[src/source/mips_pkg.sv]
package mips_pkg;

    typedef logic [31:0] word_t;      // data and address word
    typedef logic [4:0]  reg_addr_t;  // register number
    typedef logic [2:0]  alu_op_t;    // alu operation select
    typedef logic [2:0]  exc_cause_t; // exception cause code

    typedef enum logic
    {
        CORE_RUN,
        CORE_HALTED
    } core_state_t;

    // exception causes, zero means the instruction is clean
    localparam exc_cause_t EXC_NONE       = 3'd0;
    localparam exc_cause_t EXC_ILLEGAL    = 3'd1;
    localparam exc_cause_t EXC_OVERFLOW   = 3'd2;
    localparam exc_cause_t EXC_ZERO_WRITE = 3'd7;

    localparam logic [5:0] OPC_RTYPE = 6'd0;
    localparam logic [5:0] OPC_BEQ   = 6'd4;
    localparam logic [5:0] OPC_BNE   = 6'd5;
    localparam logic [5:0] OPC_ADDI  = 6'd8;

    localparam logic [5:0] FN_ADD = 6'h20;
    localparam logic [5:0] FN_SUB = 6'h22;
    localparam logic [5:0] FN_AND = 6'h24;
    localparam logic [5:0] FN_OR  = 6'h25;
    localparam logic [5:0] FN_SLT = 6'h2A;

    localparam alu_op_t ALU_ADD = 3'd0;
    localparam alu_op_t ALU_SUB = 3'd1;
    localparam alu_op_t ALU_AND = 3'd2;
    localparam alu_op_t ALU_OR  = 3'd3;
    localparam alu_op_t ALU_SLT = 3'd4;

    localparam word_t RESET_PC = 32'h0040_0000; // first fetch address
    localparam int    NUM_REGS = 32;

endpackage
[src/source/mips_core.sv]
`timescale 1ns/1ps

module mips_core
(
    input  logic                 SYS_clk,
    input  logic                 SYS_reset,
    output mips_pkg::word_t      imem_addr,
    input  mips_pkg::word_t      imem_data,
    input  mips_pkg::reg_addr_t  dbg_addr,
    output mips_pkg::word_t      dbg_data,
    output logic                 halted,
    output mips_pkg::exc_cause_t exc_cause,
    output mips_pkg::word_t      epc
);

    mips_pkg::word_t      fetched_pc;
    logic                 branch_taken;
    mips_pkg::word_t      branch_target;
    mips_pkg::word_t      ex_src_a;
    mips_pkg::word_t      ex_src_b;
    mips_pkg::word_t      ex_imm;
    mips_pkg::reg_addr_t  ex_dest;
    logic                 ex_writes;
    mips_pkg::alu_op_t    ex_alu_op;
    logic                 ex_use_imm;
    mips_pkg::word_t      ex_pc;
    mips_pkg::exc_cause_t ex_cause;
    mips_pkg::reg_addr_t  rs;
    mips_pkg::reg_addr_t  rt;
    logic                 rs_used;
    logic                 rt_used;
    mips_pkg::reg_addr_t  ex_busy_dest;
    logic                 ex_busy_writes;
    mips_pkg::reg_addr_t  wb_dest;
    mips_pkg::word_t      wb_data;
    logic                 wb_writes;
    logic                 wb_we;
    mips_pkg::exc_cause_t wb_cause;
    mips_pkg::word_t      wb_pc;
    logic                 stall;
    logic                 fwd_a;
    logic                 fwd_b;
    logic                 flush;

    fetch_unit u_fetch
    (
        .SYS_clk       (SYS_clk),
        .SYS_reset     (SYS_reset),
        .stall         (stall),
        .flush         (flush),
        .branch_taken  (branch_taken),
        .branch_target (branch_target),
        .pc            (imem_addr),
        .fetched_pc    (fetched_pc)
    );

    decode_stage u_decode
    (
        .SYS_clk       (SYS_clk),
        .SYS_reset     (SYS_reset),
        .stall         (stall),
        .flush         (flush),
        .instr         (imem_data),
        .fetched_pc    (fetched_pc),
        .fwd_a         (fwd_a),
        .fwd_b         (fwd_b),
        .wb_data       (wb_data),
        .wb_we         (wb_we),
        .wb_dest       (wb_dest),
        .dbg_addr      (dbg_addr),
        .ex_src_a      (ex_src_a),
        .ex_src_b      (ex_src_b),
        .ex_imm        (ex_imm),
        .ex_dest       (ex_dest),
        .ex_writes     (ex_writes),
        .ex_alu_op     (ex_alu_op),
        .ex_use_imm    (ex_use_imm),
        .ex_pc         (ex_pc),
        .ex_cause      (ex_cause),
        .rs            (rs),
        .rt            (rt),
        .rs_used       (rs_used),
        .rt_used       (rt_used),
        .branch_taken  (branch_taken),
        .branch_target (branch_target),
        .dbg_data      (dbg_data)
    );

    execute_stage u_execute
    (
        .SYS_clk        (SYS_clk),
        .SYS_reset      (SYS_reset),
        .stall          (stall),
        .flush          (flush),
        .ex_src_a       (ex_src_a),
        .ex_src_b       (ex_src_b),
        .ex_imm         (ex_imm),
        .ex_dest        (ex_dest),
        .ex_writes      (ex_writes),
        .ex_alu_op      (ex_alu_op),
        .ex_use_imm     (ex_use_imm),
        .ex_pc          (ex_pc),
        .ex_cause       (ex_cause),
        .ex_busy_dest   (ex_busy_dest),
        .ex_busy_writes (ex_busy_writes),
        .wb_dest        (wb_dest),
        .wb_data        (wb_data),
        .wb_writes      (wb_writes),
        .wb_we          (wb_we),
        .wb_cause       (wb_cause),
        .wb_pc          (wb_pc)
    );

    hazard_control u_hazard
    (
        .SYS_clk        (SYS_clk),
        .SYS_reset      (SYS_reset),
        .rs             (rs),
        .rt             (rt),
        .rs_used        (rs_used),
        .rt_used        (rt_used),
        .ex_busy_dest   (ex_busy_dest),
        .ex_busy_writes (ex_busy_writes),
        .wb_dest        (wb_dest),
        .wb_writes      (wb_writes),
        .wb_cause       (wb_cause),
        .wb_pc          (wb_pc),
        .stall          (stall),
        .fwd_a          (fwd_a),
        .fwd_b          (fwd_b),
        .flush          (flush),
        .halted         (halted),
        .exc_cause      (exc_cause),
        .epc            (epc)
    );

endmodule

[src/source/hazard_control.sv]
`timescale 1ns/1ps

module hazard_control
(
    input  logic                 SYS_clk,
    input  logic                 SYS_reset,
    input  mips_pkg::reg_addr_t  rs,
    input  mips_pkg::reg_addr_t  rt,
    input  logic                 rs_used,
    input  logic                 rt_used,
    input  mips_pkg::reg_addr_t  ex_busy_dest,
    input  logic                 ex_busy_writes,
    input  mips_pkg::reg_addr_t  wb_dest,
    input  logic                 wb_writes,
    input  mips_pkg::exc_cause_t wb_cause,
    input  mips_pkg::word_t      wb_pc,
    output logic                 stall,
    output logic                 fwd_a,
    output logic                 fwd_b,
    output logic                 flush,
    output logic                 halted,
    output mips_pkg::exc_cause_t exc_cause,
    output mips_pkg::word_t      epc
);

    mips_pkg::core_state_t state_q;
    logic                  ex_hit_a;
    logic                  ex_hit_b;
    logic                  wb_excepts;

    // execute result not ready yet, wait one cycle
    assign ex_hit_a = rs_used && rs != '0 && ex_busy_writes && rs == ex_busy_dest;
    assign ex_hit_b = rt_used && rt != '0 && ex_busy_writes && rt == ex_busy_dest;
    assign stall    = ex_hit_a || ex_hit_b;

    assign fwd_a = rs_used && rs != '0 && wb_writes && rs == wb_dest;
    assign fwd_b = rt_used && rt != '0 && wb_writes && rt == wb_dest;

    assign wb_excepts = (wb_cause != mips_pkg::EXC_NONE);
    assign halted     = (state_q == mips_pkg::CORE_HALTED);
    assign flush      = halted || wb_excepts;

    always_ff @(posedge SYS_clk or posedge SYS_reset)
    begin
        if (SYS_reset)
        begin
            state_q   <= mips_pkg::CORE_RUN;
            exc_cause <= mips_pkg::EXC_NONE;
            epc       <= '0;
        end
        else
        begin
            case (state_q)
                mips_pkg::CORE_RUN:
                begin
                    if (wb_excepts)
                    begin
                        state_q   <= mips_pkg::CORE_HALTED;
                        exc_cause <= wb_cause;
                        epc       <= wb_pc;  // address of the faulting op
                    end
                end
                default: state_q <= mips_pkg::CORE_HALTED;  // only reset leaves halt
            endcase
        end
    end

endmodule

[src/source/execute_stage.sv]
`timescale 1ns/1ps

module execute_stage
(
    input  logic                 SYS_clk,
    input  logic                 SYS_reset,
    input  logic                 stall,
    input  logic                 flush,
    input  mips_pkg::word_t      ex_src_a,
    input  mips_pkg::word_t      ex_src_b,
    input  mips_pkg::word_t      ex_imm,
    input  mips_pkg::reg_addr_t  ex_dest,
    input  logic                 ex_writes,
    input  mips_pkg::alu_op_t    ex_alu_op,
    input  logic                 ex_use_imm,
    input  mips_pkg::word_t      ex_pc,
    input  mips_pkg::exc_cause_t ex_cause,
    output mips_pkg::reg_addr_t  ex_busy_dest,
    output logic                 ex_busy_writes,
    output mips_pkg::reg_addr_t  wb_dest,
    output mips_pkg::word_t      wb_data,
    output logic                 wb_writes,
    output logic                 wb_we,
    output mips_pkg::exc_cause_t wb_cause,
    output mips_pkg::word_t      wb_pc
);

    logic                 writes_q;
    mips_pkg::exc_cause_t cause_q;
    mips_pkg::word_t      a_q;
    mips_pkg::word_t      b_q;
    mips_pkg::word_t      imm_q;
    mips_pkg::reg_addr_t  dest_q;
    mips_pkg::alu_op_t    alu_op_q;
    logic                 use_imm_q;
    mips_pkg::word_t      pc_q;
    mips_pkg::word_t      opb;
    mips_pkg::word_t      result;
    logic                 overflow;
    mips_pkg::exc_cause_t cause_out;

    // control part of the decode-to-execute register
    always_ff @(posedge SYS_clk or posedge SYS_reset)
    begin
        if (SYS_reset)
        begin
            writes_q <= 1'b0;
            cause_q  <= mips_pkg::EXC_NONE;
        end
        else if (stall || flush)
        begin
            writes_q <= 1'b0;  // bubble
            cause_q  <= mips_pkg::EXC_NONE;
        end
        else
        begin
            writes_q <= ex_writes;
            cause_q  <= ex_cause;
        end
    end

    always_ff @(posedge SYS_clk)
    begin
        a_q       <= ex_src_a;
        b_q       <= ex_src_b;
        imm_q     <= ex_imm;
        dest_q    <= ex_dest;
        alu_op_q  <= ex_alu_op;
        use_imm_q <= ex_use_imm;
        pc_q      <= ex_pc;
    end

    assign opb = use_imm_q ? imm_q : b_q;

    always_comb
    begin
        overflow = 1'b0;
        case (alu_op_q)
            mips_pkg::ALU_ADD:
            begin
                result   = a_q + opb;
                overflow = (a_q[31] == opb[31]) && (result[31] != a_q[31]);
            end
            mips_pkg::ALU_SUB:
            begin
                result   = a_q - opb;
                overflow = (a_q[31] != opb[31]) && (result[31] != a_q[31]);
            end
            mips_pkg::ALU_AND: result = a_q & opb;
            mips_pkg::ALU_OR:  result = a_q | opb;
            mips_pkg::ALU_SLT: result = {31'd0, $signed(a_q) < $signed(opb)};
            default:           result = '0;
        endcase
    end

    // decode cause wins, overflow only counts for a writing op
    always_comb
    begin
        if (cause_q != mips_pkg::EXC_NONE)
            cause_out = cause_q;
        else if (writes_q && overflow)
            cause_out = mips_pkg::EXC_OVERFLOW;
        else
            cause_out = mips_pkg::EXC_NONE;
    end

    assign ex_busy_dest   = dest_q;
    assign ex_busy_writes = writes_q;

    always_ff @(posedge SYS_clk or posedge SYS_reset)
    begin
        if (SYS_reset)
        begin
            wb_writes <= 1'b0;
            wb_cause  <= mips_pkg::EXC_NONE;
        end
        else if (flush)
        begin
            wb_writes <= 1'b0;
            wb_cause  <= mips_pkg::EXC_NONE;
        end
        else
        begin
            wb_writes <= writes_q;
            wb_cause  <= cause_out;
        end
    end

    always_ff @(posedge SYS_clk)
    begin
        wb_data <= result;
        wb_dest <= dest_q;
        wb_pc   <= pc_q;
    end

    assign wb_we = wb_writes && (wb_cause == mips_pkg::EXC_NONE);  // excepting op never commits

endmodule

[src/source/decode_stage.sv]
`timescale 1ns/1ps

module decode_stage
(
    input  logic                 SYS_clk,
    input  logic                 SYS_reset,
    input  logic                 stall,
    input  logic                 flush,
    input  mips_pkg::word_t      instr,
    input  mips_pkg::word_t      fetched_pc,
    input  logic                 fwd_a,
    input  logic                 fwd_b,
    input  mips_pkg::word_t      wb_data,
    input  logic                 wb_we,
    input  mips_pkg::reg_addr_t  wb_dest,
    input  mips_pkg::reg_addr_t  dbg_addr,
    output mips_pkg::word_t      ex_src_a,
    output mips_pkg::word_t      ex_src_b,
    output mips_pkg::word_t      ex_imm,
    output mips_pkg::reg_addr_t  ex_dest,
    output logic                 ex_writes,
    output mips_pkg::alu_op_t    ex_alu_op,
    output logic                 ex_use_imm,
    output mips_pkg::word_t      ex_pc,
    output mips_pkg::exc_cause_t ex_cause,
    output mips_pkg::reg_addr_t  rs,
    output mips_pkg::reg_addr_t  rt,
    output logic                 rs_used,
    output logic                 rt_used,
    output logic                 branch_taken,
    output mips_pkg::word_t      branch_target,
    output mips_pkg::word_t      dbg_data
);

    logic            valid_q;   // low means bubble
    mips_pkg::word_t instr_q;
    mips_pkg::word_t pc_q;
    mips_pkg::word_t file_a;
    mips_pkg::word_t file_b;
    logic            is_beq;
    logic            is_bne;
    logic            illegal;
    logic            src_equal;

    always_ff @(posedge SYS_clk or posedge SYS_reset)
    begin
        if (SYS_reset)
            valid_q <= 1'b0;
        else if (flush)
            valid_q <= 1'b0;
        else if (!stall)
            valid_q <= !branch_taken;  // kill the wrong-path fetch
    end

    always_ff @(posedge SYS_clk)
    begin
        if (!stall)
        begin
            instr_q <= instr;
            pc_q    <= fetched_pc;
        end
    end

    assign rs     = instr_q[25:21];
    assign rt     = instr_q[20:16];
    assign ex_imm = {{16{instr_q[15]}}, instr_q[15:0]};
    assign ex_pc  = pc_q;

    always_comb
    begin
        ex_alu_op  = mips_pkg::ALU_ADD;
        ex_use_imm = 1'b0;
        ex_writes  = 1'b0;
        ex_dest    = instr_q[15:11];  // rd for R-type
        rs_used    = 1'b0;
        rt_used    = 1'b0;
        is_beq     = 1'b0;
        is_bne     = 1'b0;
        illegal    = 1'b0;
        if (valid_q)
        begin
            case (instr_q[31:26])
                mips_pkg::OPC_RTYPE:
                begin
                    ex_writes = 1'b1;
                    rs_used   = 1'b1;
                    rt_used   = 1'b1;
                    case (instr_q[5:0])
                        mips_pkg::FN_ADD: ex_alu_op = mips_pkg::ALU_ADD;
                        mips_pkg::FN_SUB: ex_alu_op = mips_pkg::ALU_SUB;
                        mips_pkg::FN_AND: ex_alu_op = mips_pkg::ALU_AND;
                        mips_pkg::FN_OR:  ex_alu_op = mips_pkg::ALU_OR;
                        mips_pkg::FN_SLT: ex_alu_op = mips_pkg::ALU_SLT;
                        default:
                        begin
                            illegal   = 1'b1;
                            ex_writes = 1'b0;
                            rs_used   = 1'b0;
                            rt_used   = 1'b0;
                        end
                    endcase
                end
                mips_pkg::OPC_ADDI:
                begin
                    ex_writes  = 1'b1;
                    ex_use_imm = 1'b1;
                    ex_dest    = instr_q[20:16];  // rt for I-type
                    rs_used    = 1'b1;
                end
                mips_pkg::OPC_BEQ, mips_pkg::OPC_BNE:
                begin
                    is_beq  = (instr_q[31:26] == mips_pkg::OPC_BEQ);
                    is_bne  = (instr_q[31:26] == mips_pkg::OPC_BNE);
                    rs_used = 1'b1;
                    rt_used = 1'b1;
                end
                default: illegal = 1'b1;
            endcase
        end
    end

    // illegal outranks zero write, both found here
    always_comb
    begin
        if (illegal)
            ex_cause = mips_pkg::EXC_ILLEGAL;
        else if (ex_writes && ex_dest == '0)
            ex_cause = mips_pkg::EXC_ZERO_WRITE;
        else
            ex_cause = mips_pkg::EXC_NONE;
    end

    register_file u_regs
    (
        .SYS_clk   (SYS_clk),
        .SYS_reset (SYS_reset),
        .rd_addr_a (rs),
        .rd_addr_b (rt),
        .dbg_addr  (dbg_addr),
        .we        (wb_we),
        .wr_addr   (wb_dest),
        .wr_data   (wb_data),
        .rd_data_a (file_a),
        .rd_data_b (file_b),
        .dbg_data  (dbg_data)
    );

    assign ex_src_a = fwd_a ? wb_data : file_a;  // writeback bypass
    assign ex_src_b = fwd_b ? wb_data : file_b;

    assign src_equal     = (ex_src_a == ex_src_b);
    assign branch_taken  = !stall && ((is_beq && src_equal) || (is_bne && !src_equal));
    assign branch_target = pc_q + 32'd4 + {ex_imm[29:0], 2'b00};

endmodule

[src/source/register_file.sv]
`timescale 1ns/1ps

module register_file
(
    input  logic               SYS_clk,
    input  logic               SYS_reset,
    input  mips_pkg::reg_addr_t rd_addr_a,
    input  mips_pkg::reg_addr_t rd_addr_b,
    input  mips_pkg::reg_addr_t dbg_addr,
    input  logic               we,
    input  mips_pkg::reg_addr_t wr_addr,
    input  mips_pkg::word_t     wr_data,
    output mips_pkg::word_t     rd_data_a,
    output mips_pkg::word_t     rd_data_b,
    output mips_pkg::word_t     dbg_data
);

    mips_pkg::word_t regs [mips_pkg::NUM_REGS];

    always_ff @(posedge SYS_clk or posedge SYS_reset)
    begin
        if (SYS_reset)
        begin
            for (int i = 0; i < mips_pkg::NUM_REGS; i++)
                regs[i] <= '0;
        end
        else if (we && wr_addr != '0)
        begin
            regs[wr_addr] <= wr_data;  // r0 never written
        end
    end

    // r0 stays zero so plain indexing is enough
    assign rd_data_a = regs[rd_addr_a];
    assign rd_data_b = regs[rd_addr_b];
    assign dbg_data  = regs[dbg_addr];

endmodule

[src/source/fetch_unit.sv]
`timescale 1ns/1ps

module fetch_unit
(
    input  logic           SYS_clk,
    input  logic           SYS_reset,
    input  logic           stall,
    input  logic           flush,
    input  logic           branch_taken,
    input  mips_pkg::word_t branch_target,
    output mips_pkg::word_t pc,
    output mips_pkg::word_t fetched_pc
);

    mips_pkg::word_t pc_q;
    mips_pkg::word_t pc_next;

    always_comb
    begin
        if (flush || stall)
            pc_next = pc_q;           // halt or dependency hold
        else if (branch_taken)
            pc_next = branch_target;  // redirect from decode
        else
            pc_next = pc_q + 32'd4;
    end

    always_ff @(posedge SYS_clk or posedge SYS_reset)
    begin
        if (SYS_reset)
            pc_q <= mips_pkg::RESET_PC;
        else
            pc_q <= pc_next;
    end

    assign pc         = pc_q;  // to instruction memory
    assign fetched_pc = pc_q;  // address of the word now on imem_data

endmodule

[config.mk]
export PLATFORM = sky130hd
export DESIGN_NAME = mips_core
export DESIGN_NICKNAME = d
export VERILOG_FILES = /design/src/source/mips_pkg.sv /design/src/source/mips_core.sv /design/src/source/hazard_control.sv /design/src/source/execute_stage.sv /design/src/source/decode_stage.sv /design/src/source/register_file.sv /design/src/source/fetch_unit.sv
export SDC_FILE = /design/constraint.sdc
export NUM_CORES = 2
export LEC_CHECK = 0
export BUFFER_PORTS_ARGS = -buffer_cell sky130_fd_sc_hd__buf_2
export CAP_MARGIN = 30
export CELL_PAD_IN_SITES_DETAIL_PLACEMENT = 1
export CELL_PAD_IN_SITES_GLOBAL_PLACEMENT = 1
export CORE_AREA = 2 2 387 389
export CTS_CLUSTER_DIAMETER = 30
export CTS_CLUSTER_SIZE = 12
export DETAILED_ROUTE_END_ITERATION = 7
export DIE_AREA = 0 0 389 391
export GPL_ROUTABILITY_DRIVEN = 0
export PLACE_DENSITY_LB_ADDON = 0.1
export SYNTH_ARGS = -nofsm -noshare
export SYNTH_HDL_FRONTEND = slang
export SYNTH_SLANG_ARGS = --single-unit
[constraint.sdc]
create_clock -name SYS_clk -period 47.6 [get_ports SYS_clk]
set_input_delay 4.76 -clock SYS_clk [delete_from_list [all_inputs] [get_ports SYS_clk]]
set_output_delay 4.76 -clock SYS_clk [all_outputs]
set_load 0.02 [all_outputs]
After elaboration in Yosys (flattened, before gate mapping):

Cells that the tools add are included.

* memories: 0
* logic and storage cells: 182
* bits in read-only memories: 0
* bits in writable memories: 0
* register bits: 1355
* latch bits: 0
* output and inout port bits: 100
* bits of input ports: 39

* reductions and logical operators: 41
* add/sub/neg operators: 5
* bitwise operators: 7
* multiply operators: 0
* mux-type cells: 48
* divide/modulo/power cells: 0
* shifts and indexed selects: 0
* equal/unequal tests: 22
* magnitude comparators: 6

Operators by type and width (count)
* 1024-bit bitwise mux: 1
* 32-bit binary-select mux with 5-bit select: 3
* 32-bit two-way mux: 11
* 32-bit demux with 5-bit select: 1
* 32-bit case mux with 5 select lines: 1
* 32-bit by 3-bit adder with 32-bit output, second input constant: 2
* 32-bit adder: 2
* 32-bit AND: 1
* 32-bit equality test: 1
* 32-bit < comparator: 1
* 32-bit bitwise OR: 1
* 32-bit subtractor: 1
* 6-bit equality test, second input constant: 5
* 6-bit >= comparator, second input constant: 4
* 5-bit inverter with 6-bit output: 4
* 5-bit equality test: 4
* 1-bit logical AND: 20
* 1-bit two-way mux: 17
* 3-bit two-way mux: 5
* 5-bit nonzero test: 3
* 6-bit by 3-bit equality test with 1-bit output, second input constant: 2
* 3-bit case mux with 4 select lines: 1
* 5-bit two-way mux: 2
* 1-bit case mux with 2 select lines: 5
* other kinds (20): 31

Longest topological paths before layout:

* depth in word-level cells: 17
* depth in mapped cells: 23
* mapped depth without buffers: 18

Modules after synthesis:

Synthesis repeated with hierarchy kept, for this count alone.

* cells, all modules: 7738
* area, all modules: 84619.9 um^2

By module, submodules not included
* register_file: instances 1, area each 64720.8 um^2, cells each 5760, sequential area each 25624.6 um^2
* execute_stage: instances 1, area each 9658.0 um^2, cells each 975, sequential area each 4324.1 um^2
* decode_stage: instances 1, area each 6143.4 um^2, cells each 599, sequential area each 1946.9 um^2
* fetch_unit: instances 1, area each 2344.7 um^2, cells each 287, sequential area each 802.0 um^2
* hazard_control: instances 1, area each 1752.9 um^2, cells each 117, sequential area each 900.9 um^2

Worst setup path before layout:

OpenSTA, ideal clock, no wires.

* path type: input -> output
* start point: input port dbg_addr[0]
* end point: output port dbg_data[10]
* arrival time: 7.294 ns
* slack: 35.546 ns
* buffers on the path: 4
* data required time: 42.840 ns
* cell stages on the path: 7
* path through: clkbuf_1 > buf_1 > clkbuf_1 > clkbuf_1 > mux4_2 > mux4_2 > mux2_2

* longest elaborated chain between the ends: 4

Ends and longest elaborated chain
* start: declaration: line mips_core.sv:9 `input mips_pkg::reg_addr_t dbg_addr,`
* 5-bit inverter with 6-bit output (not written as such): line register_file.sv:36 `assign dbg_data = regs[dbg_addr];`
* 32-bit binary-select mux with 5-bit select: line register_file.sv:36
* 32-bit two-way mux (not written as such) (2 in series): line register_file.sv:36
* end: declaration: line mips_core.sv:10 `output mips_pkg::word_t dbg_data,`

No other way between the ends. The select of a mux whose other input is x is not followed.

Final worst setup path:

* start point: input port dbg_addr[0]
* end point: output port dbg_data[27]

Same word-level chain as after synthesis.

==> metrics.json <==
{
  "synth": {
    "ys_async_sr_fraction": 0.8124,
    "synth_area_um2": 79570,
    "synth-seq-cells": 1354,
    "post-synth-top-count-cell": "dfrtp_1",
    "synthesis.nets": 6326,
    "synth-seq-area-share": 0.4179,
    "ys.warnings.count": 0,
    "yosys.area.top_type_share": 0.3456,
    "synth.lib_cells_used.distinct": 89,
    "number_of_synthesized_flops_with_an_enable_pin": 64,
    "synthesis.area_per_instance_um2": 12.98,
    "synth_common_cells": "dfrtp_1, mux2_2, mux4_2",
    "synth_largest_area_cell": "dfrtp_1",
    "synth_flop_cell": "dfrtp_1",
    "syn_inst": 6130,
    "synth.top_cells.by_area": "dfrtp_1, mux4_2, mux2_2"
  },
  "power": {
    "p_switching_w": 0.0009538,
    "cellInternalPower_w": 0.002900,
    "max-vdd-ir-drop_uv": 37.91,
    "power_per_cell_area_nw_per_um2": 40.86,
    "comb_power_share": 0.074,
    "p_seq_frac": 0.309,
    "p_leak_nw": 42.96,
    "p_sw_frac": 0.2475,
    "pwr-share-clk": 0.617
  },
  "die": {
    "rows": 142,
    "ioPinCount": 139,
    "coreArea_um2": 148500,
    "start_util": 0.5357,
    "design.die.area_um2": 152100,
    "chipWidth_um": 389,
    "die_h_um": 391
  },
  "sta": {
    "fin_hold_ws_ps": 324.5,
    "timing_hold_violations_final": 0,
    "fin_ws_ps": 33160,
    "final_min_period_over_clock_period": 0.3033,
    "worst_slew_margin_rel": 0.2260,
    "worst_slew_pin_slew_ps": 1156,
    "timing.fmax_mhz": 69.27,
    "grt_setup_unrepaired": "no",
    "report.final.slew_viol_count": 0,
    "finClkSkew_ps": 77.18,
    "setup_tns_ps": 0,
    "period_needed_ps": 14440,
    "final-setup-viol-count": 0
  },
  "clock_tree": {
    "numCtsBuffers": 343,
    "hold_buffers": 0,
    "tritoncts_num_sinks": 1354,
    "clk_path_buf_depth": 4,
    "cts_tree": "yes",
    "resized_gates_after_cts": 0,
    "cts.htree.levels": 5,
    "clk_latency_ps": 960,
    "postCtsSetupRepairBufs": 0,
    "clkTransAtPathRegs_ps": 40,
    "cts_root_buf": "clkbuf_16"
  },
  "route": {
    "avgViaCountPerCell": 7.240,
    "routed.top_layer": "met5",
    "ant_nets": 0,
    "num_vias": 61170,
    "detail_route.drc_violations": 0,
    "routed_length_per_placed_instance_um": 37.27,
    "dr_wl_met3_um": 35790,
    "wl_met2_um": 142300,
    "detail_route.first_pass.iterations": 6,
    "dr.first_iter.drc_count": 6836,
    "m1WireLength_um": 117400,
    "wl_um": 314900
  },
  "global_routing": {
    "grt-ovfl-total": 0,
    "largest_net_degree_at_the_start_of_global_routing": 167,
    "grt_pass1_vias": 64820,
    "grt_antenna_before_repair": 15,
    "grt_use_total": 0.4141,
    "grt_first_pass_wirelength_um": 460100
  },
  "layout": {
    "layout.nets": 6434,
    "flow.area_growth_from_synthesis_pct": 18.55,
    "layout.cell_area.non_filler_um2": 94330,
    "postLayoutCoreUtil": 0.6351,
    "largest-register": "u_decode.u_regs.regs",
    "largest_reg_flops": 1024,
    "layout-drive-gt1-share": 0.4131,
    "num-fill-cells": 13780
  },
  "critical_path": {
    "critical_path.cell_chain": "buf_8 -> buf_4 -> buf_4 -> buf_4 -> mux4_2 -> mux4_2 -> mux2_2 -> buf_2",
    "worst_setup_path_end_kind": "primary output",
    "crit_path_start_kind": "input port",
    "cp_data_arrival_time_ps": 9680,
    "path_max_fanout": 85,
    "cp_slowest_cell": "buf_4",
    "timing_worst_setup_path_type": "input port to primary output",
    "critical-path-top-delay-family": "buffers and inverters",
    "ff_to_ff_path_depth": 17,
    "crit_path_buffers_inverters": 5,
    "critical_path_depth": 8,
    "cpMostUsedCell": "buf_4",
    "worst-endpoint-required_ps": 42840,
    "critical-path-max-stage-delay_ps": 820
  },
  "place": {
    "placed_area_um2": 82310,
    "post_dp_hpwl_um": 184700,
    "post-place-ws_ps": 33070,
    "port_buffers": 138
  },
  "status": {
    "run_status": "complete, no violations"
  },
  "worst_hold_path": {
    "hold_depth": 0,
    "min-delay-path-class": "flop to flop"
  },
  "job": {
    "drv_cap": 0
  }
}
## logic make-up (layout without fill, tap and decap cells)
family,count (synthesis),count (layout),synth area share
AOI/OAI and AO/OA,937,937,0.07793
xor gates and xnor gates,127,127,0.01398
adders and majority gates,157,157,0.02497
buffers and inverters,712,1081,0.03709
DFF,1354,1354,0.4179
muxes,2013,2013,0.3791
other,0,6,0
and+or+nand+nor,830,830,0.04898
## layout by cell type (no fill, tap or decap), types with 64 or more instances in the layout
| master | n |
|---|---|
| a21oi_1 | 202 |
| a22oi_1 | 188 |
| buf_2 | 136 |
| buf_4 | 167 |
| clkbuf_16 | 348 |
| dfrtp_1 | 1099 |
| dfxtp_1 | 186 |
| edfxtp_1 | 64 |
| ha_1 | 154 |
| inv_1 | 131 |
| mux2_2 | 984 |
| mux2i_1 | 325 |
| mux4_2 | 702 |
| nand2_1 | 231 |
| nand3_1 | 98 |
| nor2_1 | 225 |
| o21ai_0 | 209 |
| xnor2_1 | 80 |
## layer usage
layer / up-vias / GRT usage
li1: 23850 / -
met1: 32220 / 0.5223
met2: 3984 / 0.6210
met3: 1104 / 0.1398
met4: 12 / 0.2470
met5: - / 0
## area by class of cell
| type | instances | area, um^2 | area share |
|---|---|---|---|
| antenna | 6 | 15.01 | 0.0001592 |
| clock buffer | 433 | 9458 | 0.1003 |
| clock inverter | 173 | 2236 | 0.02370 |
| inverter | 135 | 514.2 | 0.005451 |
| multi-input combinational | 4064 | 43660 | 0.4628 |
| sequential | 1354 | 33260 | 0.3526 |
| tap | 1944 | 2432 | 0.02578 |
| timing repair buffer | 340 | 2759 | 0.02925 |
## through the flow
stage / total power (W) / cells
6_report: 0.003854 / 8449
4_1_cts: 0.003856 / 8426
5_1_grt: 0.003944 / 8444
3_5_place_dp: 0.001479 / 7820
2_1_floorplan: 0.001380 / 6130
3_3_place_gp: 0.001472 / 7800
## power by group through the flow
stage	Combinational, W	Clock (W)	Sequential, W
global route	0.000298	0.00245	0.00119
CTS	0.000276	0.00239	0.00119
floorplan	0.000173	0	0.00121
detailed placement	0.000271	0	0.00121
global placement	0.000264	0	0.00121
finish	0.000284	0.00238	0.00119
## path summary, 6_finish.rpt
check / startpoint / to / slack, ps
max reg2reg: u_decode.instr_q[16]$_DFFE_PP_ / u_fetch.fetched_pc[0]$_DFFE_PP0P_ / 39180
max: dbg_addr[0] / dbg_data[27] / 33160
min in group asynchronous: SYS_reset / u_decode.u_regs.regs[885]$_DFFE_PP0P_ / 4000
max in group asynchronous: SYS_reset / u_decode.u_regs.regs[513]$_DFFE_PP0P_ / 40770
min reg2reg: u_execute.pc_q[22]$_DFF_P_ / u_execute.wb_pc[22]$_DFF_P_ / 320
min: u_execute.pc_q[22]$_DFF_P_ / u_execute.wb_pc[22]$_DFF_P_ / 320
## worst register-to-register path: cells and delay by family (launching register included)
kind,cells,cell delay (ps)
flip-flops,1,320
AO/OA/AOI/OAI,5,1650
XOR/XNOR,1,300
AND/OR/NAND/NOR,4,1980
buffers and inverters,5,2960
multiplexers,2,1100
(Power assumes the default switching activity.)
